--- src/common/lsuPkg.sv ---
`default_nettype none

package lsuPkg;

    typedef logic [31:0] word_t;
    typedef logic [3:0]  byteEn_t;
    typedef logic [31:0] instTag_t;

    // Encodings follow RISC-V funct3
    typedef enum logic [2:0] {
        opByte  = 3'd0,
        opHalf  = 3'd1,
        opWord  = 3'd2,
        opByteU = 3'd4,
        opHalfU = 3'd5
    } memOp_e;

    typedef struct packed {
        logic     isStore;
        memOp_e   op;
        word_t    addr;      // Byte address
        word_t    storeData; // Right-aligned store value
        instTag_t tag;
    } lsuReq_t;

    typedef struct packed {
        instTag_t tag;       // Echo of the request tag
        word_t    loadData;  // Zero for stores and faults
        logic     fault;
    } lsuResp_t;

    // Added to each word index by the reset sweep
    localparam int unsigned InitOffset = 3;

endpackage

`default_nettype wire

--- src/common/memBusIf.sv ---
`timescale 1ns/1ps
`default_nettype none

interface memBusIf #(
    parameter int AddrBits = 11
);
    import lsuPkg::*;

    logic                req;
    logic                we;
    logic [AddrBits-1:0] wordAddr;
    word_t               wdata;
    byteEn_t             byteEn;
    logic                gnt;
    logic                rvalid;   // One cycle after a read grant
    word_t               rdata;

    modport requester (
        output req, we, wordAddr, wdata, byteEn,
        input  gnt, rvalid, rdata
    );

    modport arbiter (
        input  req, we, wordAddr, wdata, byteEn,
        output gnt, rvalid, rdata
    );

    modport memory (
        input  req, we, wordAddr, wdata, byteEn,
        output gnt, rvalid, rdata
    );

endinterface

`default_nettype wire

--- src/rtl/memArbiter.sv ---
`timescale 1ns/1ps
`default_nettype none

module memArbiter (
    input  logic       clk,
    input  logic       reset,
    memBusIf.arbiter   lsuBus,
    memBusIf.arbiter   hostBus,
    memBusIf.requester memBus
);
    logic pickHost;    // Host side wins this cycle
    logic lastHost;    // Winner of the most recent grant
    logic granted;

    // Round robin only matters when both sides ask
    always_comb begin
        if (lsuBus.req && hostBus.req) begin
            pickHost = !lastHost;
        end else begin
            pickHost = hostBus.req;
        end
    end

    assign memBus.req      = lsuBus.req | hostBus.req;
    assign memBus.we       = pickHost ? hostBus.we       : lsuBus.we;
    assign memBus.wordAddr = pickHost ? hostBus.wordAddr : lsuBus.wordAddr;
    assign memBus.wdata    = pickHost ? hostBus.wdata    : lsuBus.wdata;
    assign memBus.byteEn   = pickHost ? hostBus.byteEn   : lsuBus.byteEn;

    assign granted     = memBus.req & memBus.gnt;
    assign lsuBus.gnt  = granted & ~pickHost;
    assign hostBus.gnt = granted & pickHost;

    // Also steers the read data returning one cycle after the grant
    always_ff @(posedge clk) begin
        if (reset) begin
            lastHost <= 1'b0;
        end else if (granted) begin
            lastHost <= pickHost;
        end
    end

    assign lsuBus.rvalid  = memBus.rvalid & ~lastHost;
    assign hostBus.rvalid = memBus.rvalid & lastHost;
    assign lsuBus.rdata   = memBus.rdata;
    assign hostBus.rdata  = memBus.rdata;

endmodule

`default_nettype wire
--- src/flat_wrapper.sv ---
// flat-port wrapper written by rule: the top's interface ports become plain ports
module memArbiter_flat 
  (clk, reset, lsuBus_req, lsuBus_we, lsuBus_wordAddr, lsuBus_wdata, lsuBus_byteEn, lsuBus_gnt, lsuBus_rvalid, lsuBus_rdata, hostBus_req, hostBus_we, hostBus_wordAddr, hostBus_wdata, hostBus_byteEn, hostBus_gnt, hostBus_rvalid, hostBus_rdata, memBus_req, memBus_we, memBus_wordAddr, memBus_wdata, memBus_byteEn, memBus_gnt, memBus_rvalid, memBus_rdata);
  memBusIf lsuBus_i ();
  memBusIf hostBus_i ();
  memBusIf memBus_i ();
  input  logic clk;
  input  logic reset;
  input wire logic [$bits(lsuBus_i.req)-1:0] lsuBus_req;
  input wire logic [$bits(lsuBus_i.we)-1:0] lsuBus_we;
  input wire logic [$bits(lsuBus_i.wordAddr)-1:0] lsuBus_wordAddr;
  input wire logic [$bits(lsuBus_i.wdata)-1:0] lsuBus_wdata;
  input wire logic [$bits(lsuBus_i.byteEn)-1:0] lsuBus_byteEn;
  output wire logic [$bits(lsuBus_i.gnt)-1:0] lsuBus_gnt;
  output wire logic [$bits(lsuBus_i.rvalid)-1:0] lsuBus_rvalid;
  output wire logic [$bits(lsuBus_i.rdata)-1:0] lsuBus_rdata;
  input wire logic [$bits(hostBus_i.req)-1:0] hostBus_req;
  input wire logic [$bits(hostBus_i.we)-1:0] hostBus_we;
  input wire logic [$bits(hostBus_i.wordAddr)-1:0] hostBus_wordAddr;
  input wire logic [$bits(hostBus_i.wdata)-1:0] hostBus_wdata;
  input wire logic [$bits(hostBus_i.byteEn)-1:0] hostBus_byteEn;
  output wire logic [$bits(hostBus_i.gnt)-1:0] hostBus_gnt;
  output wire logic [$bits(hostBus_i.rvalid)-1:0] hostBus_rvalid;
  output wire logic [$bits(hostBus_i.rdata)-1:0] hostBus_rdata;
  output wire logic [$bits(memBus_i.req)-1:0] memBus_req;
  output wire logic [$bits(memBus_i.we)-1:0] memBus_we;
  output wire logic [$bits(memBus_i.wordAddr)-1:0] memBus_wordAddr;
  output wire logic [$bits(memBus_i.wdata)-1:0] memBus_wdata;
  output wire logic [$bits(memBus_i.byteEn)-1:0] memBus_byteEn;
  input wire logic [$bits(memBus_i.gnt)-1:0] memBus_gnt;
  input wire logic [$bits(memBus_i.rvalid)-1:0] memBus_rvalid;
  input wire logic [$bits(memBus_i.rdata)-1:0] memBus_rdata;
  assign lsuBus_i.req = lsuBus_req;
  assign lsuBus_i.we = lsuBus_we;
  assign lsuBus_i.wordAddr = lsuBus_wordAddr;
  assign lsuBus_i.wdata = lsuBus_wdata;
  assign lsuBus_i.byteEn = lsuBus_byteEn;
  assign lsuBus_gnt = lsuBus_i.gnt;
  assign lsuBus_rvalid = lsuBus_i.rvalid;
  assign lsuBus_rdata = lsuBus_i.rdata;
  assign hostBus_i.req = hostBus_req;
  assign hostBus_i.we = hostBus_we;
  assign hostBus_i.wordAddr = hostBus_wordAddr;
  assign hostBus_i.wdata = hostBus_wdata;
  assign hostBus_i.byteEn = hostBus_byteEn;
  assign hostBus_gnt = hostBus_i.gnt;
  assign hostBus_rvalid = hostBus_i.rvalid;
  assign hostBus_rdata = hostBus_i.rdata;
  assign memBus_req = memBus_i.req;
  assign memBus_we = memBus_i.we;
  assign memBus_wordAddr = memBus_i.wordAddr;
  assign memBus_wdata = memBus_i.wdata;
  assign memBus_byteEn = memBus_i.byteEn;
  assign memBus_i.gnt = memBus_gnt;
  assign memBus_i.rvalid = memBus_rvalid;
  assign memBus_i.rdata = memBus_rdata;
  memArbiter u_core (.clk(clk), .reset(reset), .lsuBus(lsuBus_i), .hostBus(hostBus_i), .memBus(memBus_i));
endmodule
--- config.mk ---
export PLATFORM = sky130hd
export DESIGN_NAME = memArbiter_flat
export DESIGN_NICKNAME = d
export VERILOG_FILES = /design/src/common/lsuPkg.sv /design/src/common/memBusIf.sv /design/src/rtl/memArbiter.sv /design/src/flat_wrapper.sv
export SDC_FILE = /design/constraint.sdc
export NUM_CORES = 1
export LEC_CHECK = 0
export CAP_MARGIN = 10
export CORE_AREA = 2 2 97 99
export DETAILED_ROUTE_END_ITERATION = 8
export DIE_AREA = 0 0 99 101
export DONT_BUFFER_PORTS = 1
export GPL_TIMING_DRIVEN = 0
export PLACE_DENSITY_LB_ADDON = 0.12
export SLEW_MARGIN = 20
export SYNTH_ARGS = -nofsm -noshare
export SYNTH_HDL_FRONTEND = slang
export SYNTH_SLANG_ARGS = --single-unit
--- constraint.sdc ---
create_clock -name clk -period 1.49 [get_ports clk]
set_input_delay 0.149 -clock clk [delete_from_list [all_inputs] [get_ports clk]]
set_output_delay 0.149 -clock clk [all_outputs]
set_load 0.03 [all_outputs]
Yosys cells after proc, flatten, opt, wreduce, memory -nomap -nowiden
Index checks and enable logic that the tools add are counted.
{"block": "op_classes", "n_mux": 5, "bitwise": 8, "reduce_logical": 2}
{"operator": "two-way mux 32 bit", "count": 1}
{"operator": "two-way mux 11 bit", "count": 1}
{"operator": "bitwise AND 1 bit", "count": 5}
{"operator": "two-way mux 4 bit", "count": 1}
{"operator": "two-way mux 1 bit", "count": 2}
{"operator": "inverter 1 bit", "count": 2}
{"operator": "logical AND 1 bit", "count": 1}
{"operator": "zero test 1 bit", "count": 1}
{"operator": "OR 1 bit", "count": 1}
{"block": "totals", "inputBits": 134, "word_cells": 16, "regBits": 1, "output_inout_bits": 117}

Logic depth before layout (Yosys ltp)
{"block": "depth", "word_depth": 4, "mapped_depth": 4, "mapped_depth_nobuf": 2}

Least setup slack after synthesis
No wires, ideal clock.
{"block": "synth_timing", "path_kind": "register to output", "from": "register u_core.lastHost", "to": "output memBus_wordAddr[0]", "path_buffers": 2, "stages_incl_launch_ff": 5, "arrival_ns": 1.153, "path_slack_ns": 0.188, "required_time_ns": 1.341, "cell_sequence": "dfxtp_1 -> a21boi_4 -> buf_6 -> buf_12 -> mux2_4"}
{"block": "synth_between", "elab_chain_len": 3}
{"element": "from (decl)", "line": "memArbiter.sv:12", "text": "logic lastHost;"}
{"element": "from (signal assigned)", "line": "memArbiter.sv:39", "text": "lastHost <= pickHost;"}
{"element": "zero test 1 bit", "line": "memArbiter.sv:18", "text": "pickHost = !lastHost;"}
{"element": "two-way mux 1 bit", "line": "memArbiter.sv:17", "text": "if (lsuBus.req && hostBus.req) begin"}
{"element": "two-way mux 11 bit", "line": "memArbiter.sv:26", "text": "assign memBus.wordAddr = pickHost ? hostBus.wordAddr : lsuBus.wordAddr;"}
{"element": "to (decl)", "line": "flat_wrapper.sv:27", "text": "output wire logic [$bits(memBus_i.wordAddr)-1:0] memBus_wordAddr;"}
No other way between the ends.

Final worst setup path
{"block": "layout_timing", "from": "register u_core.lastHost", "to": "output memBus_wordAddr[1]"}
Same word-level chain as after synthesis.

==> summary.txt <==
Global route
  – Grt total ovfl: 0
  – Pin count of the biggest net entering global routing: 11
  – Wire length of the first global-routing pass: 5510 µm
  – GRT Overall Usage: 0.0742
  – Antenna violations before repair: 0
  – Vias in the first global route: around 890

Synthesis
  – Warnings from Yosys: 0
  – Post-synthesis register bit count: 1
  – Count leader, synth: buf_4
  – Yosys top cell area share: 0.417
  – Cells after synthesis: 129
  – Synth top cells by count: 67 x buf_4, 39 x mux2_2, 9 x mux2_4, 2 x a21oi_1, 2 x and2_1
  – Cell taking the most area after synthesis: buf_4
  – Asr flop ratio synth: 0
  – EDFF count, synth: 0
  – Ranking of synthesized cells by area: buf_4 42%, mux2_2 36%, mux2_4 11%
  – Post-synthesis cell type count: 15
  – Syn_nets: 263
  – Post-synth top flop: dfxtp_1
  – Seq/Total Area, Yosys: 0.0166
  – Mean Syn Cell Area: 9.36 µm²
  – Synth Cell Area: 1210 µm²

Run status
  – Status: complete, no violations

Worst setup path
  – Critical-path maximum fanout: 10
  – Worst R2R Setup Slack: 0.71 ns
  – Critical path class: register to primary output
  – CP startpoint kind: register
  – Crit path DAT: 1.26 ns
  – WP data required: 1.34 ns
  – Worst Setup End Kind: primary output

Route
  – Vias: 902
  – Via/cell ratio: 3.71
  – Drt drc: 0
  – Drt first pass iters: 3
  – Antenna viol nets, final: 0
  – Routed len/inst: 19.7 µm
  – Initial DRC count: 2
  – Routed wire length: 4790 µm

Die
  – Core box area: approximately 9000 µm²
  – Die H: around 100 µm
  – Die area: between 9000 and 10000 µm²
  – IO Pins: ~250
  – Row count: 35
  – Die Wd: just under 100 µm
  – Initial Utilization: 0.134

Timing
  – Final setup fails: 0
  – Post-route clock period utilization: 0.945
  – Worst hold slack: approximately 0.21 ns
  – Unrepaired setup endpoints after global routing: false
  – Worst-Margin Slew: 0.661 ns
  – Min Tclk post-route: 1.41 ns
  – Clock skew: 0 ns
  – Hold Vio Cnt, Final: 0
  – Final worst setup slack: ~0.082 ns
  – Sum of negative setup slack: 0 ns
  – Max Fclk: just over 0.7 GHz
  – Final Max Slew Viols: 0
  – Slew HR: 0.561

Placement
  – Pre-CTS WS: -0.0111 ns
  – Dpl cells: 240
  – # port buffers: 0
  – Area after DPL: between 1000 and 1500 µm²
  – Dpl hpwl: roughly 4500 µm
  – Final Wtd Congestion: 0.791

Layout
  – Layout Nets: 268
  – Layout cells sized above 1: 0.939
  – Final std cells w/o fill: 243
  – Max reg flops: 1
  – Area delta synth->final: 14.3%
  – Biggest register: u_core.lastHost
  – Final core occ: 0.154
  – Design area: between 1000 and 1500 µm²
  – Fill count: 1010
  – ANT cells: 0
  – Largest regs: u_core.lastHost: 1 flops

Clocking
  – CTS clk-pin slew, worst paths: 0 ns
  – Clk_lat worst skew: 0 ns

Min path
  – Worst hold-check path type: input port to register

Power
  – LEAKAGE: about 0.62 nW
  – Maximum VDD drop: around 150 µV
  – Power consumption: 0.882 mW
  – Pwr Density: between 600 and 700 nW/µm²

Job
  – MaxCap Viol Count: 0
==> cells in the final DEF, fill, tap and decap left out <==
master    netlist  final
buf_4          67     68
mux2_2         39     39
mux2_4          9      9
buf_12          1      2
a21oi_1         2      2
and2_1          2      2
a21boi_4        1      1
buf_6           1      1
or2_2           1      1
inv_1           1      1
nand2_1         1      1
nor2b_1         1      1
a21bo_2         1      1
nand3b_1        1      1
buf_2           0      1
dfxtp_2         0      1
==> path summary, 6_finish.rpt <==
check                                from                           end  cells past startpoint
min                                 reset  u_core.lastHost$_SDFFE_PP0P_                      1
max          u_core.lastHost$_SDFFE_PP0P_            memBus_wordAddr[1]                      5
max reg2reg  u_core.lastHost$_SDFFE_PP0P_  u_core.lastHost$_SDFFE_PP0P_                      2
min reg2reg  u_core.lastHost$_SDFFE_PP0P_  u_core.lastHost$_SDFFE_PP0P_                      2
==> cell families (layout without fill, tap and decap cells) <==
logic type / after synthesis / in the layout / share of synthesized area
DFF: 1 / 1 / 0.0166
AOI/OAI and AO/OA: 4 / 4 / 0.0321
muxes: 48 / 48 / 0.476
and+or+nand+nor: 6 / 6 / 0.0301
buffers and inverters: 70 / 73 / 0.446
==> where the power goes <==
group	switching (mW)	leakage [nW]	internal [mW]
Combinational	0.571	0.612	0.278
Sequential	0.00309	0.00861	0.0295
Clock	0	0	0
==> timing repair <==
item | CTS | global route
hold buffers | 0 | 0
endpoints found under the setup margin | 19 | 34
gates resized for setup | 0 | 1
buffers inserted | 2 | 0
pin swaps | 1 | 1
cloned | 1 | 0
==> layout make-up <==
cell class,count,area (µm²),share of cell area
Inverter,1,3.75,0.00272
Tap cell,111,139,0.101
Timing Repair Buffer,3,32.5,0.0236
Multi-Input combinational cell,58,649,0.471
Sequential cell,1,21.3,0.0154
Buffer,69,534,0.387
==> critical path, cell delays in order (launching register included) <==
cell and delay, ns:
dfxtp_2 0.33, a21boi_4 0.17, buf_4 0.15, buf_6 0.12, buf_12 0.14, mux2_4 0.36
==> routing by layer <==
metal	up-vias	global-route usage	share of wire
met3	0	0.00902	0.12
li1	377	-	-
met2	141	0.176	0.61
met5	-	0	0
met4	0	0	0
met1	384	0.0670	0.27
Power figures use the tool's default switching activity.
