--- config.mk ---
export PLATFORM = sky130hd
export DESIGN_NAME = loadStoreUnit_flat
export DESIGN_NICKNAME = d
export VERILOG_FILES = /design/src/common/lsuPkg.sv /design/src/common/memBusIf.sv /design/src/rtl/loadStoreUnit.sv /design/src/flat_wrapper.sv
export SDC_FILE = /design/constraint.sdc
export NUM_CORES = 1
export LEC_CHECK = 0
export BUFFER_PORTS_ARGS = -buffer_cell sky130_fd_sc_hd__buf_2
export CAP_MARGIN = 30
export CORE_MARGIN = 4
export CORE_UTILIZATION = 41
export DETAILED_ROUTE_END_ITERATION = 12
export PLACE_DENSITY = 0.72
export SYNTH_ARGS = -nofsm -noshare
export SYNTH_HDL_FRONTEND = slang
export SYNTH_SLANG_ARGS = --single-unit
--- constraint.sdc ---
create_clock -name clk -period 3.1 [get_ports clk]
set_input_delay 0.62 -clock clk [delete_from_list [all_inputs] [get_ports clk]]
set_output_delay 0.62 -clock clk [all_outputs]
set_load 0.05 [all_outputs]
--- src/common/lsuPkg.sv ---
`default_nettype none

package lsuPkg;

    typedef logic [31:0] word_t;
    typedef logic [3:0]  byteEn_t;
    typedef logic [31:0] instTag_t;

    // Encodings follow RISC-V funct3
    typedef enum logic [2:0] {
        opByte  = 3'd0,
        opHalf  = 3'd1,
        opWord  = 3'd2,
        opByteU = 3'd4,
        opHalfU = 3'd5
    } memOp_e;

    typedef struct packed {
        logic     isStore;
        memOp_e   op;
        word_t    addr;      // Byte address
        word_t    storeData; // Right-aligned store value
        instTag_t tag;
    } lsuReq_t;

    typedef struct packed {
        instTag_t tag;       // Echo of the request tag
        word_t    loadData;  // Zero for stores and faults
        logic     fault;
    } lsuResp_t;

    // Added to each word index by the reset sweep
    localparam int unsigned InitOffset = 3;

endpackage

`default_nettype wire

--- src/common/memBusIf.sv ---
`timescale 1ns/1ps
`default_nettype none

interface memBusIf #(
    parameter int AddrBits = 11
);
    import lsuPkg::*;

    logic                req;
    logic                we;
    logic [AddrBits-1:0] wordAddr;
    word_t               wdata;
    byteEn_t             byteEn;
    logic                gnt;
    logic                rvalid;   // One cycle after a read grant
    word_t               rdata;

    modport requester (
        output req, we, wordAddr, wdata, byteEn,
        input  gnt, rvalid, rdata
    );

    modport arbiter (
        input  req, we, wordAddr, wdata, byteEn,
        output gnt, rvalid, rdata
    );

    modport memory (
        input  req, we, wordAddr, wdata, byteEn,
        output gnt, rvalid, rdata
    );

endinterface

`default_nettype wire

--- src/rtl/loadStoreUnit.sv ---
`timescale 1ns/1ps
`default_nettype none

module loadStoreUnit #(
    parameter int MemWords = 2048
) (
    input  logic             clk,
    input  logic             reset,
    input  logic             reqValid,
    output logic             reqReady,
    input  lsuPkg::lsuReq_t  req,
    output logic             respValid,
    output lsuPkg::lsuResp_t resp,
    memBusIf.requester       bus
);
    import lsuPkg::*;

    localparam int AddrBits = $clog2(MemWords);

    typedef enum logic [1:0] {stIdle, stAccess, stFormat} state_e;

    state_e     state;
    lsuReq_t    held;        // Request under execution
    logic       badOp;
    logic       misaligned;
    logic       badAddr;
    logic       fault;
    logic [1:0] lane;
    word_t      laneData;
    word_t      loadValue;

    // Checks are made on the incoming request so a fault never reaches the bus
    always_comb begin
        badOp      = 1'b0;
        misaligned = 1'b0;
        case (req.op)
            opByte, opByteU: misaligned = 1'b0;
            opHalf, opHalfU: misaligned = req.addr[0];
            opWord:          misaligned = |req.addr[1:0];
            default:         badOp = 1'b1;        // Codes 3, 6, 7
        endcase
        if (req.isStore && (req.op == opByteU || req.op == opHalfU)) begin
            badOp = 1'b1;                         // No unsigned stores
        end
        badAddr = |req.addr[31:AddrBits+2];       // Beyond MemWords*4
        fault   = badOp | misaligned | badAddr;
    end

    assign reqReady = (state == stIdle);
    assign lane     = held.addr[1:0];

    assign bus.req      = (state == stAccess);
    assign bus.we       = held.isStore;
    assign bus.wordAddr = held.addr[AddrBits+1:2];
    assign bus.wdata    = held.storeData << {lane, 3'b000};

    always_comb begin
        case (held.op)
            opByte:  bus.byteEn = 4'b0001 << lane;
            opHalf:  bus.byteEn = 4'b0011 << lane;
            default: bus.byteEn = 4'b1111;
        endcase
    end

    // Selected lane moved down to bit 0
    assign laneData = bus.rdata >> {lane, 3'b000};

    always_comb begin
        case (held.op)
            opByte:  loadValue = {{24{laneData[7]}}, laneData[7:0]};
            opHalf:  loadValue = {{16{laneData[15]}}, laneData[15:0]};
            opByteU: loadValue = {24'b0, laneData[7:0]};
            opHalfU: loadValue = {16'b0, laneData[15:0]};
            default: loadValue = laneData;
        endcase
    end

    always_ff @(posedge clk) begin
        if (reset) begin
            state     <= stIdle;
            respValid <= 1'b0;
        end else begin
            respValid <= 1'b0;                    // Single-cycle pulse
            case (state)
                stIdle: begin
                    if (reqValid) begin
                        if (fault) begin
                            respValid <= 1'b1;
                        end else begin
                            state <= stAccess;
                        end
                    end
                end
                stAccess: begin
                    if (bus.gnt) begin
                        if (held.isStore) begin
                            respValid <= 1'b1;
                            state     <= stIdle;
                        end else begin
                            state <= stFormat;
                        end
                    end
                end
                stFormat: begin
                    if (bus.rvalid) begin
                        respValid <= 1'b1;
                        state     <= stIdle;
                    end
                end
                default: state <= stIdle;
            endcase
        end
    end

    always_ff @(posedge clk) begin
        if (reqReady && reqValid) begin
            held          <= req;
            resp.tag      <= req.tag;
            resp.loadData <= '0;
            resp.fault    <= fault;
        end else if (state == stFormat && bus.rvalid) begin
            resp.loadData <= loadValue;
        end
    end

endmodule

`default_nettype wire

--- src/flat_wrapper.sv ---
// flat-port wrapper written by rule: the top's interface ports become plain ports
module loadStoreUnit_flat import lsuPkg::*;
#(
    parameter int MemWords = 2048
)
  (clk, reset, reqValid, reqReady, req, respValid, resp, bus_req, bus_we, bus_wordAddr, bus_wdata, bus_byteEn, bus_gnt, bus_rvalid, bus_rdata);
  memBusIf bus_i ();
  input  logic clk;
  input  logic reset;
  input  logic reqValid;
  output logic reqReady;
  input  lsuPkg::lsuReq_t req;
  output logic respValid;
  output lsuPkg::lsuResp_t resp;
  output wire logic [$bits(bus_i.req)-1:0] bus_req;
  output wire logic [$bits(bus_i.we)-1:0] bus_we;
  output wire logic [$bits(bus_i.wordAddr)-1:0] bus_wordAddr;
  output wire logic [$bits(bus_i.wdata)-1:0] bus_wdata;
  output wire logic [$bits(bus_i.byteEn)-1:0] bus_byteEn;
  input wire logic [$bits(bus_i.gnt)-1:0] bus_gnt;
  input wire logic [$bits(bus_i.rvalid)-1:0] bus_rvalid;
  input wire logic [$bits(bus_i.rdata)-1:0] bus_rdata;
  assign bus_req = bus_i.req;
  assign bus_we = bus_i.we;
  assign bus_wordAddr = bus_i.wordAddr;
  assign bus_wdata = bus_i.wdata;
  assign bus_byteEn = bus_i.byteEn;
  assign bus_i.gnt = bus_gnt;
  assign bus_i.rvalid = bus_rvalid;
  assign bus_i.rdata = bus_rdata;
  loadStoreUnit #(.MemWords(MemWords)) u_core (.clk(clk), .reset(reset), .reqValid(reqValid), .reqReady(reqReady), .req(req), .respValid(respValid), .resp(resp), .bus(bus_i));
endmodule
**Yosys cells after proc, flatten, opt, wreduce, memory -nomap -nowiden**

Index checks and enable logic that the tools add are counted.

- Flip-flop bits (word level): 117
- Bits in latches: 0
- Bits in writable memories: 0
- Memory bits (read-only): 0
- Input port bits: 137
- Output and inout bits: 116
- Word-level logic and storage cells: 57
- Memories kept: 0

- $add $sub $neg: 0
- Multiply operators: 0
- Div/mod/pow operators: 0
- $lt $le $gt $ge: 0
- Equal/unequal tests: 13
- Shifts and indexed selects: 4
- Muxes and demuxes: 17
- Bitwise gates (word level): 2
- Reductions and logical operators: 12

Operator list:

| kind | count |
|---|---|
| case mux 32 bit (4 select lines) | 1 |
| << shifter 32 x 5 -> 32 bit | 1 |
| >> shifter 32 x 5 -> 32 bit | 1 |
| OR reduction 19 bit | 1 |
| == test 3 bit, second input constant | 4 |
| two-way mux 2 bit | 5 |
| case mux 4 bit (2 select lines) | 1 |
| two-way mux 1 bit | 7 |
| == test 3 x 1 -> 1 bit, second input constant | 2 |
| logical NOT 3 bit | 2 |
| inequality test 2 bit, second input constant | 3 |
| case mux 2 bit (3 select lines) | 1 |
| OR reduction 5 bit | 1 |
| AND reduction 4 bit | 1 |
| OR reduction 2 bit | 2 |
| << shifter 1 x 2 -> 4 bit, first input constant | 1 |
| << shifter 2 x 2 -> 4 bit, first input constant | 1 |
| == test 3 x 2 -> 1 bit, second input constant | 1 |
| logical AND 1 bit | 3 |
| case mux 1 bit (3 select lines) | 1 |
| == test 2 x 1 -> 1 bit, second input constant | 1 |
| == test 2 bit, second input constant | 1 |
| logical NOT 2 bit | 1 |
| inequality test 2 x 1 -> 1 bit, second input constant | 1 |
| 3 further kinds | 4 |

**Logic depth before layout (Yosys ltp)**

Gate-level depths: netlist (run 1).

- Depth in word-level cells: 9
- Gate-level depth with buffers: 7

**Worst setup path before layout (run 1)**

No wires, ideal clock.

- Path type: flip-flop to flip-flop
- From: register u_core.state[1]
- To: register u_core.held (netlist bit u_core.bus.we), enable pin
- Library setup time: 0.915 ns
- Arrival: 2.482 ns
- Required time: 2.185 ns
- Path slack: -0.297 ns
- Cell stages (with the launch flop): 4
- Period minus slack after synthesis: 3.397 ns
- Path through: dfxtp_1 > nor2_1 > nand2_1 > clkinv_1

- Longest elaborated chain between the ends: 2

Ends and longest elaborated chain:

| item | line | source |
|---|---|---|
| start, declared | loadStoreUnit.sv:22 | `state_e state;` |
| start signal, assigned | loadStoreUnit.sv:80 | `state <= stIdle;` |
| start signal, assigned | loadStoreUnit.sv:90 | `state <= stAccess;` |
| start signal, assigned | loadStoreUnit.sv:98 | `state <= stIdle;` |
| logical NOT 2 bit | loadStoreUnit.sv:49 | `assign reqReady = (state == stIdle);` |
| via reqReady | flat_wrapper.sv:11 | `output logic reqReady;` |
| logical AND 1 bit | loadStoreUnit.sv:116 | `if (reqReady && reqValid) begin` |
| end signal, assigned | loadStoreUnit.sv:117 | `held <= req;` |
| end, declared | loadStoreUnit.sv:23 | `lsuReq_t held;` |

The timed path passes the listed nets, and every way through them passes these cells.
A chain may end at the register's enable or synchronous reset.

**Worst setup path in the final report (run 1)**

- From: register u_core.held[65] (netlist name)
- To: output bus_wdata[31]

- Longest elaborated chain between the ends: 1

Ends and longest elaborated chain:

| item | line | source |
|---|---|---|
| << shifter 32 x 5 -> 32 bit | loadStoreUnit.sv:55 | `assign bus.wdata = held.storeData << {lane, 3'b000};` |
| end, declared | flat_wrapper.sv:18 | `output wire logic [$bits(bus_i.wdata)-1:0] bus_wdata;` |

Every way passes these cells.

==> flow_summary.yaml, run 1 <==
outcome:
  outcome: "finished clean"
route:
  ant_nets: 0
  wl_um: 14800
  num_vias: 4153
  wl_per_cell_um: 18.2
  vias_per_cell: 5.11
  drcViolationCount: 0
  drt-pass1-iter-count: 5
  drt_iter0_markers: 232
layout:
  final_common_cell: "buf_2"
  layout_common_cells: "251 x buf_2, 82 x edfxtp_1, 45 x a21oi_1"
  multi_input_area_um2: 1610
  utilization_pct: 57.8
  diodes: 0
  fill_cells: 1007
  regArea_um2: 3160
  design_area_um2: 6910
  final_layout_size_suffix_gt1_share_pct: 47.9
  nets: 790
  area_growth_pct: 38.3
worst_setup_path:
  cp_cell_sequence: "buf_4, a211oi_1, a21oi_1, buf_2"
  path_buf_inv: 2
  r2r_start: "u_core.held[64]$_DFFE_PP_"
  critical_path_arrival_ns: 2.10
  worstPathRequired_ns: 2.48
  worstPathMaxFanout: 32
  rr_endpoint: "u_core.resp[20]$_SDFFE_PP0P_"
  ff2ff_path_depth: 5
  worst_path_max_delay_cell: "edfxtp_1"
  critPathKind: "reg -> out"
  critical-path-max-stage-delay_ns: 0.78
  start_kind: "register"
  rrSetupSlack_ns: 0.96
  cpLargestDelayFamily: "flip-flops"
  cp-end-kind: "output pin"
sta:
  clock_skew_ns: 0.0102
  slew_headroom_pct: 55.3
  rsz0062_at_grt: "no"
  setup_viol: 0
  setup_tns_ns: 0
  min_period_over_period_pct: 87.6
  worstMarginPinSlew_ns: 0.670
  max_freq_mhz: 368
  final-hold-violation-count: 0
  maxSlewViolCount: 0
  fin_crit_ns: 2.72
clock_network:
  cts_buffers: 17
  max-clock-path-buffers: 2
  cts-root-buf: "clkbuf_16"
  cts_tree: "yes"
  ctsHoldBuffers: 0
  ctsHtreeMaxLevel: 4
  post_cts_buffers: 0
  clk_pin_slew_ns: 0.06
  ctsResizeCount: 0
  clk-insertion-delay-late_ns: 0.41
  cts.sinks: 117
placed_design:
  placed_cell_area_um2: 6340
  gp_congestion: 0.861
  place.port_buffers: 252
  post-dp-hpwl_um: 11400
synth:
  syn_inst: 408
  synth_nets: 545
  ys_seq_area_share_pct: 63.3
  synth_area_um2: 5000
  syn_avg_cell_area_um2: 12.3
  synth-warning-count: 0
  ys_types: 42
  synthFlopType: "edfxtp_1"
  synth_edf_count: 82
  synthArstFlopShare_pct: 0
  ys_ff_latch: 117
pwr:
  combinationalPowerShare_pct: 13.8
  seqPwrFrac_pct: 41.9
  p_switching_mw: 1.18
  powerDensity_nw_per_um2: 610
  internal_power_mw: 3.03
  sw_frac_of_total_pct: 28.0
  leakagePower_nw: 3.09
  vdd_ir_drop_max_uv: 405
  clock_power_share_pct: 44.2
  power.total_mw: 4.22
floorplanning:
  initial_core_util_pct: 41.8
  core_area_um2: 12000
  rows: 40
  die_h_um: 118
  floorplan.io_pins: 253
  die-area_um2: 14000
  fp.dieW_um: 118
run:
  cap_violations: 0
grt:
  overflow: 0
  antenna_found_initial: 2
  gr-usage-all-layers_pct: 21.2
  grt_pass1_vias: 4454
  grt_first_pass_wirelength_um: 23100
  grt_start_max_net_pins: 74
worst_hold_path:
  hold_path.class: "in -> reg"
  hold_start: "req[0]"
  hold_depth: 1
  hold_path_end: "u_core.resp[33]$_DFFE_PP_"
==> per-layer routing <==
metal | global-route usage, % | wire, um
met5 | 0 | 25
met4 | 8.69 | 337
met3 | 7.70 | 1190
met2 | 37.0 | 7570
met1 | 23.4 | 5670
==> power by group through the flow <==
stage / logic (mW) / registers, mW / clock network, mW
global placement: 0.578 / 1.80 / 0
CTS: 0.587 / 1.77 / 1.89
floorplan: 0.307 / 1.88 / 0
finish: 0.583 / 1.77 / 1.86
detailed placement: 0.586 / 1.80 / 0
global route: 0.620 / 1.77 / 1.98
==> cell usage after synthesis (2+ instances only) <==
library cell	n	area, um^2
edfxtp_1	82	2460
a21oi_1	45	225
o21ai_0	36	180
dfxtp_1	35	701
nand2_1	33	124
mux2i_1	31	310
nor2_1	17	63.8
clkbuf_1	14	52.6
nor2b_1	13	81.3
buf_4	11	82.6
a21oi_2	10	87.6
buf_2	9	45.0
a211oi_1	8	60.1
and2_1	8	50.1
o211ai_1	8	60.1
mux2_2	7	78.8
o2bb2ai_1	7	61.3
nor4_1	4	25.0
a31oi_1	2	12.5
buf_1	2	7.51
clkinv_1	2	7.51
mux2_1	2	22.5
nand3_1	2	10.0
nand3b_1	2	15.0
==> worst max path at each step <==
stage / cells after the start / end / slack (ns) / start
global route: 4 / bus_wdata[26] / 0.20 / u_core.held[65]$_DFFE_PP_
global placement: 4 / bus_wdata[24] / 0.86 / u_core.held[65]$_DFFE_PP_
finish: 4 / bus_wdata[31] / 0.38 / u_core.held[65]$_DFFE_PP_
floorplan: 6 / bus_byteEn[1] / 0.22 / u_core.held[64]$_DFFE_PP_
detailed placement: 4 / bus_wdata[31] / 0.79 / u_core.held[65]$_DFFE_PP_
CTS: 4 / bus_wdata[31] / 0.36 / u_core.held[65]$_DFFE_PP_
==> state kept, by name, indices dropped and copies added (netlist names) <==
| signal | flops |
|---|---|
| u_core.respValid | 1 |
| u_core.bus.we | 1 |
| u_core.held | 37 |
| u_core.bus.wordAddr | 11 |
| u_core.state | 2 |
| u_core.resp | 65 |
==> metrics by stage <==
stage	cells	worst slack, ns	hold slack (ns)
finish	813	0.383	0.384
global route	813	0.199	0.361
CTS	813	0.361	0.367
detailed placement	781	0.794	0.450
global placement	781	0.862	0.447
floorplan	408	0.217	0.512
==> layout make-up <==
cell class | count | share of cell area, %
Tap cell | 147 | 2.66
Multi-Input combinational cell | 250 | 23.2
Clock buffer | 17 | 6.15
Clock inverter | 15 | 2.08
Sequential cell | 117 | 45.8
Inverter | 3 | 0.181
Timing Repair Buffer | 264 | 19.9
==> cell families (layout without fill, tap and decap cells) <==
family / after synthesis / in the layout / share of synthesized area (%)
muxes: 42 / 42 / 8.99
DFF: 117 / 117 / 63.3
and+or+nand+nor: 86 / 86 / 8.41
buffers and inverters: 41 / 299 / 4.61
AOI/OAI and AO/OA: 122 / 122 / 14.7
Power figures use the tool's default switching activity.
==> run 2, diff against run 1 <==
--- a/config.mk
+++ b/config.mk
@@ -8,9 +8,9 @@
 export BUFFER_PORTS_ARGS = -buffer_cell sky130_fd_sc_hd__buf_2
 export CAP_MARGIN = 30
 export CORE_MARGIN = 4
-export CORE_UTILIZATION = 41
+export CORE_UTILIZATION = 30
 export DETAILED_ROUTE_END_ITERATION = 12
-export PLACE_DENSITY = 0.72
+export PLACE_DENSITY = 0.55
 export SYNTH_ARGS = -nofsm -noshare
 export SYNTH_HDL_FRONTEND = slang
 export SYNTH_SLANG_ARGS = --single-unit
==> flow_summary.yaml, run 2 (synthesis gave the netlist of run 1 again) <==
clock_network:
  cts.sinks: 117
  cts-root-buf: "clkbuf_16"
  ctsResizeCount: 0
  cts_tree: "yes"
  ctsHtreeMaxLevel: 4
  max-clock-path-buffers: 2
  post_cts_buffers: 0
  ctsHoldBuffers: 0
  cts_buffers: 17
  clk-insertion-delay-late_ns: 0.41
  clk_pin_slew_ns: 0.06
pwr:
  leakagePower_nw: 3.08
  powerDensity_nw_per_um2: 601
  vdd_ir_drop_max_uv: 380
layout:
  final_common_cell: "buf_2"
  nets: 791
  area_growth_pct: 39.8
  regMostFlops: "u_core.resp"
  largest_reg_flops: 65
  fill_cells: 1567
  regArea_um2: 3160
  final_layout_size_suffix_gt1_share_pct: 48.0
  multi_input_area_um2: 1610
  layout_common_cells: "252 x buf_2, 82 x edfxtp_1, 45 x a21oi_1"
  final_cells: 886
floorplanning:
  core_area_um2: 16100
  die-area_um2: 18800
  fp.dieW_um: 137
  initial_core_util_pct: 31.0
  rows: 46
  die_h_um: 137
  floorplan.io_pins: 253
grt:
  overflow: 0
  grt_pass1_vias: 4283
  antenna_found_initial: 4
  gr-usage-all-layers_pct: 16.7
  grt_first_pass_wirelength_um: 23500
  grt_start_max_net_pins: 35
sta:
  maxSlewViolCount: 0
  worst_hold_slack_ns: 0.376
  min_period_over_period_pct: 88.2
  final-hold-violation-count: 0
  setup_tns_ns: 0
  slew_headroom_pct: 35.6
  max_freq_mhz: 366
  setup_viol: 0
  rsz0062_at_grt: "no"
  fin_crit_ns: 2.73
  worstMarginPinSlew_ns: 0.963
  clock_skew_ns: 0.00856
route:
  ant_nets: 0
  vias_per_cell: 4.67
  drt_iter0_markers: 215
  wl_um: 15700
  wl_per_cell_um: 17.8
  drt-pass1-iter-count: 4
  drcViolationCount: 0
  num_vias: 4135
worst_setup_path:
  worstPathMaxFanout: 10
  cp-end-kind: "output pin"
  start_kind: "register"
  critPathKind: "reg -> out"
  worstPathRequired_ns: 2.48
  critical_path_arrival_ns: 2.11
run:
  cap_violations: 0
placed_design:
  gp_congestion: 0.805
  place_inst: 851
  post-dp-hpwl_um: 12400
  place.port_buffers: 252
worst_hold_path:
  hold_path.class: "in -> reg"
outcome:
  outcome: "finished clean"
-- run 2: report_power, final --
group	total, mW	switching, mW	internal, mW
sequential	1.77	0.0237	1.74
clock	1.84	0.791	1.05
combinational	0.588	0.416	0.172
-- run 2: worst max-delay path, cell delays in order, from the launching register on --
cell	delay, ns
edfxtp_1	0.48
buf_4	0.23
nor2_1	0.52
and2_1	0.22
buf_2	0.26
-- run 2: layout make-up --
| class | instances | area share, % |
|---|---|---|
| flip-flops and latches | 117 | 45.3 |
| multi-input cells | 250 | 23.0 |
| repair buffers | 265 | 19.6 |
| clock buffers | 17 | 6.09 |
| well taps | 216 | 3.87 |
| clock inverters | 15 | 1.88 |
| inverters | 3 | 0.179 |
| diodes | 3 | 0.107 |
-- run 2: metal layers --
metal,global-route usage [%],part of all wire [%],up-vias
li1,-,-,1999
met1,19.5,39,1910
met2,27.5,49,203
met3,6.91,10,19
met4,5.82,1.4,4
met5,0,0.13,-
-- run 2: path summary, 6_finish.rpt --
check	startpoint	slack, ns	endpoint	depth (start not counted)
worst max-delay path	u_core.held[65]$_DFFE_PP_	0.37	bus_wdata[1]	4
worst min-delay path	req[9]	0.38	u_core.resp[42]$_DFFE_PP_	1
worst max register to register	u_core.held[65]$_DFFE_PP_	1.07	u_core.resp[29]$_SDFFE_PP0P_	4
worst min register to register	u_core.resp[1]$_SDFFE_PP0P_	0.46	u_core.resp[1]$_SDFFE_PP0P_	2
-- run 2: stage by stage --
step | total power, mW | area (um^2) | worst slack (ns) | utilization, %
after global routing | 4.36 | 6980 | 0.190 | 43.3
after detailed placement | 2.39 | 6420 | 0.745 | 39.9
final | 4.20 | 6990 | 0.366 | 43.4
after floorplan | 2.19 | 5000 | 0.217 | -
after global placement | 2.38 | 6420 | 0.798 | 39.9
after CTS | 4.25 | 6980 | 0.297 | 43.3
