## config.mk

```make
export PLATFORM = sky130hd
export DESIGN_NAME = axiLiteSlave_flat
export DESIGN_NICKNAME = d
export VERILOG_FILES = /design/src/common/lsuPkg.sv /design/src/common/memBusIf.sv /design/src/rtl/axiLiteSlave.sv /design/src/flat_wrapper.sv
export SDC_FILE = /design/constraint.sdc
export NUM_CORES = 1
export LEC_CHECK = 0
export ABC_CLOCK_PERIOD_IN_PS = 5150
export BUFFER_PORTS_ARGS = -buffer_cell sky130_fd_sc_hd__buf_2
export CELL_PAD_IN_SITES_DETAIL_PLACEMENT = 0
export CELL_PAD_IN_SITES_GLOBAL_PLACEMENT = 2
export CORE_MARGIN = 3
export CORE_UTILIZATION = 29
export CTS_BUF_LIST = sky130_fd_sc_hd__clkbuf_2
export CTS_CLUSTER_SIZE = 14
export DETAILED_ROUTE_END_ITERATION = 10
export PLACE_DENSITY_LB_ADDON = 0.1
export SLEW_MARGIN = 10
export SYNTH_ARGS = -nofsm -noshare
export SYNTH_HDL_FRONTEND = slang
export SYNTH_SLANG_ARGS = --single-unit
```

## constraint.sdc

```tcl
create_clock -name clk -period 5.15 [get_ports clk]
set_clock_uncertainty 0.1 [all_clocks]
set_input_delay 0.2575 -clock clk [delete_from_list [all_inputs] [get_ports clk]]
set_output_delay 0.2575 -clock clk [all_outputs]
set_load 0.01 [all_outputs]
```

## src/common/lsuPkg.sv

```systemverilog
`default_nettype none

package lsuPkg;

    typedef logic [31:0] word_t;
    typedef logic [3:0]  byteEn_t;
    typedef logic [31:0] instTag_t;

    // Encodings follow RISC-V funct3
    typedef enum logic [2:0] {
        opByte  = 3'd0,
        opHalf  = 3'd1,
        opWord  = 3'd2,
        opByteU = 3'd4,
        opHalfU = 3'd5
    } memOp_e;

    typedef struct packed {
        logic     isStore;
        memOp_e   op;
        word_t    addr;      // Byte address
        word_t    storeData; // Right-aligned store value
        instTag_t tag;
    } lsuReq_t;

    typedef struct packed {
        instTag_t tag;       // Echo of the request tag
        word_t    loadData;  // Zero for stores and faults
        logic     fault;
    } lsuResp_t;

    // Added to each word index by the reset sweep
    localparam int unsigned InitOffset = 3;

endpackage

`default_nettype wire

```

## src/common/memBusIf.sv

```systemverilog
`timescale 1ns/1ps
`default_nettype none

interface memBusIf #(
    parameter int AddrBits = 11
);
    import lsuPkg::*;

    logic                req;
    logic                we;
    logic [AddrBits-1:0] wordAddr;
    word_t               wdata;
    byteEn_t             byteEn;
    logic                gnt;
    logic                rvalid;   // One cycle after a read grant
    word_t               rdata;

    modport requester (
        output req, we, wordAddr, wdata, byteEn,
        input  gnt, rvalid, rdata
    );

    modport arbiter (
        input  req, we, wordAddr, wdata, byteEn,
        output gnt, rvalid, rdata
    );

    modport memory (
        input  req, we, wordAddr, wdata, byteEn,
        output gnt, rvalid, rdata
    );

endinterface

`default_nettype wire

```

## src/rtl/axiLiteSlave.sv

```systemverilog
`timescale 1ns/1ps
`default_nettype none

module axiLiteSlave #(
    parameter int MemWords = 2048
) (
    input  logic            clk,
    input  logic            reset,
    input  logic            awValid,
    output logic            awReady,
    input  lsuPkg::word_t   awAddr,
    input  logic            wValid,
    output logic            wReady,
    input  lsuPkg::word_t   wData,
    input  lsuPkg::byteEn_t wStrb,
    output logic            bValid,
    input  logic            bReady,
    output logic [1:0]      bResp,
    input  logic            arValid,
    output logic            arReady,
    input  lsuPkg::word_t   arAddr,
    output logic            rValid,
    input  logic            rReady,
    output lsuPkg::word_t   rData,
    output logic [1:0]      rResp,
    memBusIf.requester      bus
);
    import lsuPkg::*;

    localparam int         AddrBits   = $clog2(MemWords);
    localparam logic [1:0] RespOkay   = 2'd0;
    localparam logic [1:0] RespSlvErr = 2'd2;

    typedef enum logic [2:0] {
        stIdle, stWrite, stRead, stReadWait, stWriteResp, stReadResp
    } state_e;

    state_e              state;
    logic                warm;       // Memory sweep has finished
    logic [AddrBits-1:0] warmCnt;
    logic                takeWrite;
    logic                takeRead;
    logic                awBad;
    logic                arBad;
    logic [AddrBits-1:0] addrHold;
    word_t               dataHold;
    byteEn_t             strbHold;
    logic [1:0]          respCode;

    // Tracks the memory init sweep, one word per cycle
    always_ff @(posedge clk) begin
        if (reset) begin
            warm    <= 1'b0;
            warmCnt <= '0;
        end else if (!warm) begin
            warmCnt <= warmCnt + 1'b1;
            if (warmCnt == '1) begin
                warm <= 1'b1;
            end
        end
    end

    assign awBad     = |awAddr[31:AddrBits+2];
    assign arBad     = |arAddr[31:AddrBits+2];
    assign takeWrite = (state == stIdle) && warm && awValid && wValid;
    assign takeRead  = (state == stIdle) && warm && arValid && !(awValid && wValid);

    assign awReady = takeWrite;
    assign wReady  = takeWrite;
    assign arReady = takeRead;       // Loses to a write in the same cycle
    assign bValid  = (state == stWriteResp);
    assign rValid  = (state == stReadResp);
    assign bResp   = respCode;
    assign rResp   = respCode;

    assign bus.req      = (state == stWrite) || (state == stRead);
    assign bus.we       = (state == stWrite);
    assign bus.wordAddr = addrHold;
    assign bus.wdata    = dataHold;
    assign bus.byteEn   = strbHold;

    always_ff @(posedge clk) begin
        if (reset) begin
            state <= stIdle;
        end else begin
            case (state)
                stIdle: begin
                    if (takeWrite) begin
                        state <= awBad ? stWriteResp : stWrite;
                    end else if (takeRead) begin
                        state <= arBad ? stReadResp : stRead;
                    end
                end
                stWrite:     if (bus.gnt) state <= stWriteResp;
                stRead:      if (bus.gnt) state <= stReadWait;
                stReadWait:  if (bus.rvalid) state <= stReadResp;
                stWriteResp: if (bReady) state <= stIdle;
                stReadResp:  if (rReady) state <= stIdle;
                default:     state <= stIdle;
            endcase
        end
    end

    always_ff @(posedge clk) begin
        if (takeWrite) begin
            addrHold <= awAddr[AddrBits+1:2];
            dataHold <= wData;
            strbHold <= wStrb;
            respCode <= awBad ? RespSlvErr : RespOkay;
        end else if (takeRead) begin
            addrHold <= arAddr[AddrBits+1:2];
            rData    <= '0;                   // Stays zero on SLVERR
            respCode <= arBad ? RespSlvErr : RespOkay;
        end else if (state == stReadWait && bus.rvalid) begin
            rData <= bus.rdata;
        end
    end

endmodule

`default_nettype wire

```

## src/flat_wrapper.sv

```systemverilog
// flat-port wrapper written by rule: the top's interface ports become plain ports
module axiLiteSlave_flat import lsuPkg::*;
#(
    parameter int MemWords = 2048
)
  (clk, reset, awValid, awReady, awAddr, wValid, wReady, wData, wStrb, bValid, bReady, bResp, arValid, arReady, arAddr, rValid, rReady, rData, rResp, bus_req, bus_we, bus_wordAddr, bus_wdata, bus_byteEn, bus_gnt, bus_rvalid, bus_rdata);
  memBusIf bus_i ();
  input  logic clk;
  input  logic reset;
  input  logic awValid;
  output logic awReady;
  input  lsuPkg::word_t awAddr;
  input  logic wValid;
  output logic wReady;
  input  lsuPkg::word_t wData;
  input  lsuPkg::byteEn_t wStrb;
  output logic bValid;
  input  logic bReady;
  output logic [1:0] bResp;
  input  logic arValid;
  output logic arReady;
  input  lsuPkg::word_t arAddr;
  output logic rValid;
  input  logic rReady;
  output lsuPkg::word_t rData;
  output logic [1:0] rResp;
  output wire logic [$bits(bus_i.req)-1:0] bus_req;
  output wire logic [$bits(bus_i.we)-1:0] bus_we;
  output wire logic [$bits(bus_i.wordAddr)-1:0] bus_wordAddr;
  output wire logic [$bits(bus_i.wdata)-1:0] bus_wdata;
  output wire logic [$bits(bus_i.byteEn)-1:0] bus_byteEn;
  input wire logic [$bits(bus_i.gnt)-1:0] bus_gnt;
  input wire logic [$bits(bus_i.rvalid)-1:0] bus_rvalid;
  input wire logic [$bits(bus_i.rdata)-1:0] bus_rdata;
  assign bus_req = bus_i.req;
  assign bus_we = bus_i.we;
  assign bus_wordAddr = bus_i.wordAddr;
  assign bus_wdata = bus_i.wdata;
  assign bus_byteEn = bus_i.byteEn;
  assign bus_i.gnt = bus_gnt;
  assign bus_i.rvalid = bus_rvalid;
  assign bus_i.rdata = bus_rdata;
  axiLiteSlave #(.MemWords(MemWords)) u_core (.clk(clk), .reset(reset), .awValid(awValid), .awReady(awReady), .awAddr(awAddr), .wValid(wValid), .wReady(wReady), .wData(wData), .wStrb(wStrb), .bValid(bValid), .bReady(bReady), .bResp(bResp), .arValid(arValid), .arReady(arReady), .arAddr(arAddr), .rValid(rValid), .rReady(rReady), .rData(rData), .rResp(rResp), .bus(bus_i));
endmodule
```

### After elaboration in Yosys (flattened, before gate mapping)

Index checks and enable logic that the tools add are counted.

* bits in registers: 96
* logic and storage cells: 57
* output and inout port bits: 90

* bitwise gates (word level): 1
* reduce and logical (&&, ||, !) cells: 16
* mux-type cells: 19
* $add $sub $neg: 1
* eq/ne operators: 12

Operator list (count)
* $reduce_or A19 Y1: 2
* $mux W32: 1
* $mux W3: 9
* $mux W11: 2
* $pmux W3 S6: 1
* $add A11 B1 Y11 const B: 1
* $eq A11 B11 Y1 const B: 1
* $mux W2: 4
* $logic_and A1 B1 Y1: 7
* $eq A3 B2 Y1 const B: 2
* $eq A3 B3 Y1 const B: 2
* $ne A2 B1 Y1 const B: 3
* $reduce_and A6 Y1: 1
* $ne A2 B2 Y1 const B: 2
* $reduce_bool A2 Y1: 2
* $eq A3 B1 Y1 const B: 1
* $logic_not A3 Y1: 1
* $ne A3 B3 Y1 const B: 1
* $mux W1: 2
* $reduce_and A2 Y1: 1
* $logic_not A1 Y1: 1
* $logic_or A1 B1 Y1: 1
* $not A1 Y1: 1

### Depth between registers and ports, before layout

Gate-level depths: netlist of run 1.

* word-level depth: 7
* depth in mapped cells: 7
* gate-level depth less buffers: 5

### Worst setup path before layout of run 1

Ideal clock, no wire load.

* path kind: register to register
* start: reg u_core.state[2]
* end: reg u_core.rData[0] (enable)
* slack: 2.905 ns
* arrival time: 1.755 ns
* library setup time: 0.390 ns
* cell stages (with the launch flop): 7
* cells stage by stage: dfxtp_1 buf_4 nor3_4 nand3_1 a21o_1 inv_1 a41o_1

* longest elaborated chain between the ends: 6
* elaborated cells on any way between the ends: 11
* classes of those cells: eq/ne: 1; bitwise: 1; reduce/logical: 9

Ends and longest elaborated chain
* start, declared: RTL line axiLiteSlave.sv:38 `state_e state;`
* start signal, assigned: RTL line axiLiteSlave.sv:84 `state <= stIdle;`
* start signal, assigned: RTL line axiLiteSlave.sv:89 `state <= awBad ? stWriteResp : stWrite;`
* start signal, assigned: RTL line axiLiteSlave.sv:91 `state <= arBad ? stReadResp : stRead;`
* $logic_not A3 Y1: RTL line axiLiteSlave.sv:66 `assign takeRead = (state == stIdle) && warm && arValid && !(awValid && wValid);`
* $logic_and A1 B1 Y1 (3 in a row): RTL line axiLiteSlave.sv:66
* named net arReady: RTL line flat_wrapper.sv:21 `output logic arReady;`
* $reduce_bool A2 Y1 (no source line)
* $reduce_and A2 Y1 (no source line)
* end signal, assigned: RTL line axiLiteSlave.sv:115 `rData <= bus.rdata;`
* end, declared: RTL line axiLiteSlave.sv:24 `output lsuPkg::word_t rData,`

The timed path passes the listed nets, and every way through them passes these cells.
A chain may end at the register's enable or synchronous reset.

### Worst setup path in the final report of run 1

* start: reg u_core.state[1]
* end: reg u_core.addrHold[3] (netlist: u_core.bus.wordAddr[3]) (data pin)

* longest elaborated chain between the ends: 5

Ends and longest elaborated chain
* $logic_not A3 Y1: RTL line axiLiteSlave.sv:65 `assign takeWrite = (state == stIdle) && warm && awValid && wValid;`
* $logic_and A1 B1 Y1 (3 in a row): RTL line axiLiteSlave.sv:65
* $mux W11: RTL line axiLiteSlave.sv:105 `if (takeWrite) begin`
* end signal, assigned: RTL line axiLiteSlave.sv:106 `addrHold <= awAddr[AddrBits+1:2];`
* end signal, assigned: RTL line axiLiteSlave.sv:111 `addrHold <= arAddr[AddrBits+1:2];`
* end, declared: RTL line axiLiteSlave.sv:45 `logic [AddrBits-1:0] addrHold;`

No other way between the ends.

==> results of run 1 <==
critical path: cells and delay by family (launching register included):
| kind | cells | cell delay, ps |
|---|---|---|
| AND/OR/NAND/NOR | 2 | 750 |
| buffers and inverters | 2 | 1060 |
| flip-flops | 1 | 540 |
| multiplexers | 1 | 390 |
path summary, 6_finish.rpt:
kind / startpoint / end / slack [ps] / cells past startpoint
setup / recovery: u_core.state[1]$_SDFFE_PP0P_ / u_core.bus.wordAddr[3]$_DFFE_PP_ / 2100 / 5
hold / removal: arValid / u_core.state[0]$_SDFFE_PP0P_ / 110 / 6
setup reg to reg: u_core.state[1]$_SDFFE_PP0P_ / u_core.bus.wordAddr[3]$_DFFE_PP_ / 2100 / 5
hold reg to reg: u_core.warmCnt[10]$_SDFFE_PP0N_ / u_core.warmCnt[10]$_SDFFE_PP0N_ / 410 / 2
metrics by stage:
| step | std cells | instance area [um2] | total power [mW] | setup WS [ps] | utilization |
|---|---|---|---|---|---|
| floorplan | 251 | 3730 | 0.993 | 2900 | - |
| global placement | 631 | 4990 | 1.07 | 2400 | 0.405 |
| detailed placement | 631 | 4990 | 1.07 | 2320 | 0.405 |
| CTS | 745 | 6090 | 1.53 | 2020 | 0.495 |
| global route | 745 | 6090 | 1.59 | 1870 | 0.495 |
| finish | 745 | 6090 | 1.50 | 2100 | 0.495 |
power groups by stage:
stage	sequential, mW	clock [mW]	combinational [mW]
6_report	0.870	0.389	0.244
5_1_grt	0.874	0.447	0.273
4_1_cts	0.870	0.413	0.245
3_5_place_dp	0.887	0	0.186
3_3_place_gp	0.886	0	0.184
2_1_floorplan	0.864	0	0.129
logic make-up after synthesis:
family / after synthesis / share of synthesized area
XOR/XNOR: 8 / 0.0188
AO/OA/AOI/OAI: 21 / 0.0346
other: 1 / 0.00101
flip-flops: 95 / 0.725
adder cells (fa/ha/maj): 1 / 0.00335
buffers and inverters: 19 / 0.0295
AND/OR/NAND/NOR: 93 / 0.152
multiplexers: 12 / 0.0359
placed cells by master, fill, tap and decap left out, types with 4 or more instances in the layout:
master / instances
buf_2: 224
dlygate4sd3_1: 98
edfxtp_1: 80
and2_1: 32
dfxtp_1: 15
nor2_1: 14
mux2_2: 11
clkbuf_2: 9
nor3_1: 8
a21oi_1: 7
nand2_1: 6
xor2_1: 6
inv_1: 5
nand3_1: 5
o21ai_0: 5
nor4_1: 4
or4_1: 4
flip-flops by register name, indices dropped and copies added, names as in the netlist:
register / cells
u_core.bResp: 1
u_core.bus.byteEn: 4
u_core.bus.wdata: 32
u_core.bus.wordAddr: 11
u_core.rData: 32
u_core.state: 3
u_core.warm: 1
u_core.warmCnt: 11
layout make-up:
| cell class | instances | area [um2] |
|---|---|---|
| Fill cell | 1116 | 6220 |
| Sequential cell | 95 | 2700 |
| Timing Repair Buffer | 324 | 2120 |
| Multi-Input combinational cell | 137 | 921 |
| Tap cell | 168 | 210 |
| Clock inverter | 7 | 80.1 |
| Clock buffer | 9 | 45.0 |
| Inverter | 5 | 18.8 |
timing repair:
| item | CTS | global route |
|---|---|---|
| endpoints found under the hold margin | 95 | 0 |
| hold buffers | 98 | 0 |
| buffers inserted | 0 | 0 |
metal layers:
layer | share of wire | wire length (um)
met1 | 0.37 | 3980
met2 | 0.52 | 5560
met3 | 0.088 | 947
met4 | 0.023 | 252
met5 | 0.0025 | 27
==> flow_summary.yaml, run 1 <==
sta:
  finalWorstPathRequiredPeriod_ps: 3050
  holdWs_ps: 106
  maxSlewHeadroom: 0.473
  fmax_mhz: 328
  rsz0062_at_grt: "false"
  finalSetupViolations: 0
  finalHoldViolCount: 0
  period_share: 0.593
  tns_ps: 0
  worst_pin_slew_ps: 791
  slew_violations: 0
logic_synthesis:
  yosysUniqueCellTypes: 43
  syn-cell-area_mm2: 0.00373
  ys.flop_type: "edfxtp_1"
  yosys.area.top_type_share: 0.644
  synth_seq_area_share: 0.725
  synth_area_leaders: "edfxtp_1 (64%), dfxtp_1 (8.1%), and2_1 (5.4%)"
  netlist_instances: 250
  ys_top_cells_by_count: "edfxtp_1 (80), and2_1 (32), dfxtp_1 (15)"
  synth_edf_count: 80
  yosysMostFrequentCell: "edfxtp_1"
  ys_warn_count: 0
  synth.avg_cell_area_um2: 14.9
  synth_top_area_cell: "edfxtp_1"
  ys_seq_elements: 95
  async_reset_ff_frac: 0
clock_tree:
  clock_path_buffers: 2
  htree_levels: 3
  cts_made_buffers: 9
  clk_latency_ps: 600
  path_clk_slew_ps: 280
  cts.repair.resized: 0
  root_buffer: "clkbuf_2"
  cts_tree: "built"
  cts_sinks: 95
placement:
  numPortBuffers: 224
  dp_hpwl_um: 7510
  gp_congestion: 0.780
hold_path:
  min-delay-path-class: "in -> reg"
floorplanning:
  die_h_um: 119
  core_mm2: 0.0123
  rows: 40
  die_w_um: 119
  dieArea_mm2: 0.0143
  start_util: 0.303
  ios: 231
drt:
  drt_iter0_markers: 140
  antenna_left: 0
  routed_wl_um: 10800
  drc: 0
  first_pass_iters: 4
  vias_per_cell: 4.25
  vias: 3167
  wl_per_cell_um: 14.4
power_and_ir_drop:
  swShare: 0.263
  seqPwrFrac: 0.579
  ir_worst_vdd_mv: 0.164
  combPwrFrac: 0.163
  internal_power_mw: 1.11
  p_sw_mw: 0.396
  leakage_nw: 2.53
  p_per_area_mw_per_mm2: 247
  clkPwrFrac: 0.259
critical_path:
  crit_required_ps: 5460
  cp_data_arrival_time_ps: 3360
  startpoint_type: "register"
  end_kind: "register"
  critPathSlowestCell: "dlygate4sd3_1"
  critPathMaxStageDelay_ps: 550
  worst-path-max-fanout: 43
  critical_path_class: "reg -> reg"
  worstPathCellList: "nor3_4 -> and4_2 -> buf_4 -> mux2_2 -> dlygate4sd3_1"
grt:
  grt_use_total: 0.151
  grt_pass1_wl_um: 16700
  use_met1: 0.158
  use_met2: 0.266
  first_global_vias: 3255
  grt_max_degree: 44
  globalRouteOverflowTotal: 0
  antenna_found_initial: 2
  met3_usage: 0.0698
  grt.busiest_layer: "met2"
finish:
  synthToLayoutAreaGrowth_pct: 63.4
  antenna_cells: 0
  layout-drive-gt1-share: 0.447
  final_net_count: 714
flow_run:
  drv_cap: 0
run_status:
  outcome: "finished, final reports clean"
Power figures use the tool's default switching activity.
==> run 2, diff against run 1 <==
--- a/config.mk
+++ b/config.mk
@@ -5,12 +5,13 @@
 export SDC_FILE = /design/constraint.sdc
 export NUM_CORES = 1
 export LEC_CHECK = 0
-export ABC_CLOCK_PERIOD_IN_PS = 5150
+export ABC_AREA = 1
+export ABC_CLOCK_PERIOD_IN_PS = 2640
 export BUFFER_PORTS_ARGS = -buffer_cell sky130_fd_sc_hd__buf_2
 export CELL_PAD_IN_SITES_DETAIL_PLACEMENT = 0
 export CELL_PAD_IN_SITES_GLOBAL_PLACEMENT = 2
 export CORE_MARGIN = 3
-export CORE_UTILIZATION = 29
+export CORE_UTILIZATION = 23
 export CTS_BUF_LIST = sky130_fd_sc_hd__clkbuf_2
 export CTS_CLUSTER_SIZE = 14
 export DETAILED_ROUTE_END_ITERATION = 10
==> constraint.sdc (replaced) <==
create_clock -name clk -period 2.64 [get_ports clk]
set_clock_uncertainty 0.1 [all_clocks]
set_input_delay 0.132 -clock clk [delete_from_list [all_inputs] [get_ports clk]]
set_output_delay 0.132 -clock clk [all_outputs]
set_load 0.01 [all_outputs]
==> run 2 against run 1 <==
Net effect: sequential share of layout area down 2.0 points; core utilization decreased by 10 points; synthesized cell count increased by 48%; first-iteration DRC count shrank 24%; global-route usage is 2.8 points lower; combinational power rose by 130%; routed wire length grew 7.7%; critical endpoint is now arReady; largest cell class unchanged.
==> flow_summary.yaml, run 2 <==
critical_path:
  cp_data_arrival_time_ps: 2130
  critPathMaxStageDelay_ps: 430
  critPathSlowestCell: "dfxtp_1"
  cp_top_family: "buffers and inverters"
  reg2reg_slack_ps: 360
  worst-path-max-fanout: 33
  critical_path_class: "reg -> out"
  end_kind: "primary output"
  crit_required_ps: 2410
  startpoint_type: "register"
  worstPathCellList: "inv_2 -> nand4_1 -> nor2_2 -> buf_4 -> buf_2"
  critPathBufInv: 3
sta:
  finalHoldViolCount: 0
  finalWorstPathRequiredPeriod_ps: 2360
  fmax_mhz: 423
  period_share: 0.895
  rsz0062_at_grt: "false"
  tns_ps: 0
  slew_violations: 0
  maxSlewHeadroom: 0.649
  worst_slack_ps: 278
  finalSetupViolations: 0
  worst_pin_slew_ps: 525
  holdWs_ps: 157
drt:
  wl_per_cell_um: 12.6
  wl_met2_um: 5880
  wl_met1_um: 4610
  antenna_left: 0
  top_layer: "met4"
  drt_iter0_markers: 106
  wl_met3_um: 990
  vias_per_cell: 3.82
  vias: 3512
  routed_wl_um: 11600
  drc: 0
  first_pass_iters: 4
logic_synthesis:
  yosys.area.top_type_share: 0.622
  ys_top_cells_by_count: "edfxtp_1 (80), inv_1 (72), nand2_1 (72)"
  synth_seq_area_share: 0.700
  yosys.area_share.simple: 0.174
  synth.avg_cell_area_um2: 10.5
  synth_top_family_by_area: "simple AND/OR/NAND/NOR gates"
  yosysUniqueCellTypes: 25
  ys.flop_type: "edfxtp_1"
  netlist_instances: 369
  muxShareOfSynthArea: 0
  synth_top_area_cell: "edfxtp_1"
  async_reset_ff_frac: 0
  ys_warn_count: 0
  ys_seq_elements: 95
  yosysMostFrequentCell: "edfxtp_1"
  synth_area_leaders: "edfxtp_1 (62%), dfxtp_1 (7.8%), inv_1 (7.0%)"
  synth-compound-area-share: 0.0324
  syn-cell-area_mm2: 0.00386
  synth_xor_area_frac: 0.00227
  synth_fa_ha_area_frac: 0.00324
  synth_edf_count: 80
power_and_ir_drop:
  swShare: 0.252
  seqPwrFrac: 0.558
  p_per_area_mw_per_mm2: 477
  leakage_nw: 2.96
  internal_power_mw: 2.28
  ir_worst_vdd_mv: 0.180
  clkPwrFrac: 0.260
  combPwrFrac: 0.182
  p_sw_mw: 0.769
run_status:
  outcome: "finished, final reports clean"
finish:
  area.sequential_mm2: 0.00270
  synthToLayoutAreaGrowth_pct: 65.4
  antenna_cells: 0
  fin_area_mm2: 0.00639
  layout_common_cells: "buf_2 (224), dlygate4sd3_1 (100), edfxtp_1 (80)"
  multi_input_area_um2: 843
  final_net_count: 840
  fill_cells: 1686
  layout.cells.most_common: "buf_2"
  layout-drive-gt1-share: 0.363
clock_tree:
  post_cts_buffers: 0
  cts_sinks: 95
  htree_levels: 3
  root_buffer: "clkbuf_2"
  cts_tree: "built"
  path_clk_slew_ps: 260
  cts_made_buffers: 9
  clock_path_buffers: 2
  clk_latency_ps: 570
floorplanning:
  core_mm2: 0.0162
  rows: 46
  ios: 231
  dieArea_mm2: 0.0184
  start_util: 0.239
  die_w_um: 136
  die_h_um: 136
placement:
  preCtsSetupSlack_ps: 672
  placed_area_mm2: 0.00525
  gp_congestion: 0.703
  numPortBuffers: 224
  dp_hpwl_um: 8670
grt:
  grt_max_degree: 53
  globalRouteOverflowTotal: 0
  first_global_vias: 3604
  antenna_found_initial: 0
  grt_pass1_wl_um: 17500
  grt_use_total: 0.123
flow_run:
  drv_cap: 0
hold_path:
  min-delay-path-class: "in -> reg"
[run 2: cell count changes after synthesis, moves of 11 or more]
| cell | delta |
|---|---|
| and2_1 | -32 |
| inv_1 | +67 |
| mux2_2 | -11 |
| nand2_1 | +66 |
| nor2_1 | +51 |
[run 2: cells by family after synthesis]
group	Yosys count
adders and majority gates	1
xor gates and xnor gates	1
buffers and inverters	85
and+or+nand+nor	162
other	1
DFF	95
AOI/OAI and AO/OA	24
[run 2: path summary, 6_finish.rpt]
check	start	to	cells past startpoint
worst min-delay path	awValid	u_core.bus.wdata[0]$_DFFE_PN_	4
worst min register to register	u_core.warmCnt[9]$_SDFFE_PP0N_	u_core.warmCnt[9]$_SDFFE_PP0N_	2
worst max register to register	u_core.state[0]$_SDFFE_PP0P_	u_core.state[1]$_SDFFE_PP0P_	10
worst max-delay path	u_core.state[2]$_SDFFE_PP0P_	arReady	5
[run 2: metal layers]
metal,GRT usage,vias up
met5,0,-
met4,0.0403,0
met3,0.0383,9
met2,0.228,142
met1,0.133,1545
li1,-,1816
[run 2: cell type report]
class | instances | share of cell area
inverter | 75 | 0.0441
sequential | 95 | 0.423
clock buffer | 10 | 0.00783
clock inverter | 6 | 0.0133
timing repair buffer | 327 | 0.338
multi-input combinational | 190 | 0.132
tap | 216 | 0.0423
[run 2: power groups by stage]
stage / combinational [mW] / clock (mW) / sequential, mW
finish: 0.554 / 0.793 / 1.70
CTS: 0.565 / 0.842 / 1.70
floorplan: 0.224 / 0 / 1.74
detailed placement: 0.426 / 0 / 1.73
global route: 0.622 / 0.903 / 1.70
global placement: 0.425 / 0 / 1.73
[run 2: timing repair]
item	4_1_cts	5_1_grt
endpoints found under the hold margin	95	0
resized for setup	0	1
hold buffers	101	0
setup endpoints to repair	0	2
[run 2: per-stage QoR]
stage               power [mW]   util  std cells
detailed placement        2.16  0.325        803
finish                    3.05  0.395        919
floorplan                 1.96      -        370
global route              3.23  0.395        919
CTS                       3.11  0.396        920
global placement          2.16  0.325        803
[run 2: worst register-to-register path, stage by stage, from the launching register on]
cell	delay, ps
dfxtp_1	430
nor2_4	160
nand2_1	70
inv_2	90
nand3_2	240
nand3_1	210
nand3_2	100
dlygate4sd3_1	620
nand2_1	80
nand2_1	40
a21oi_1	110
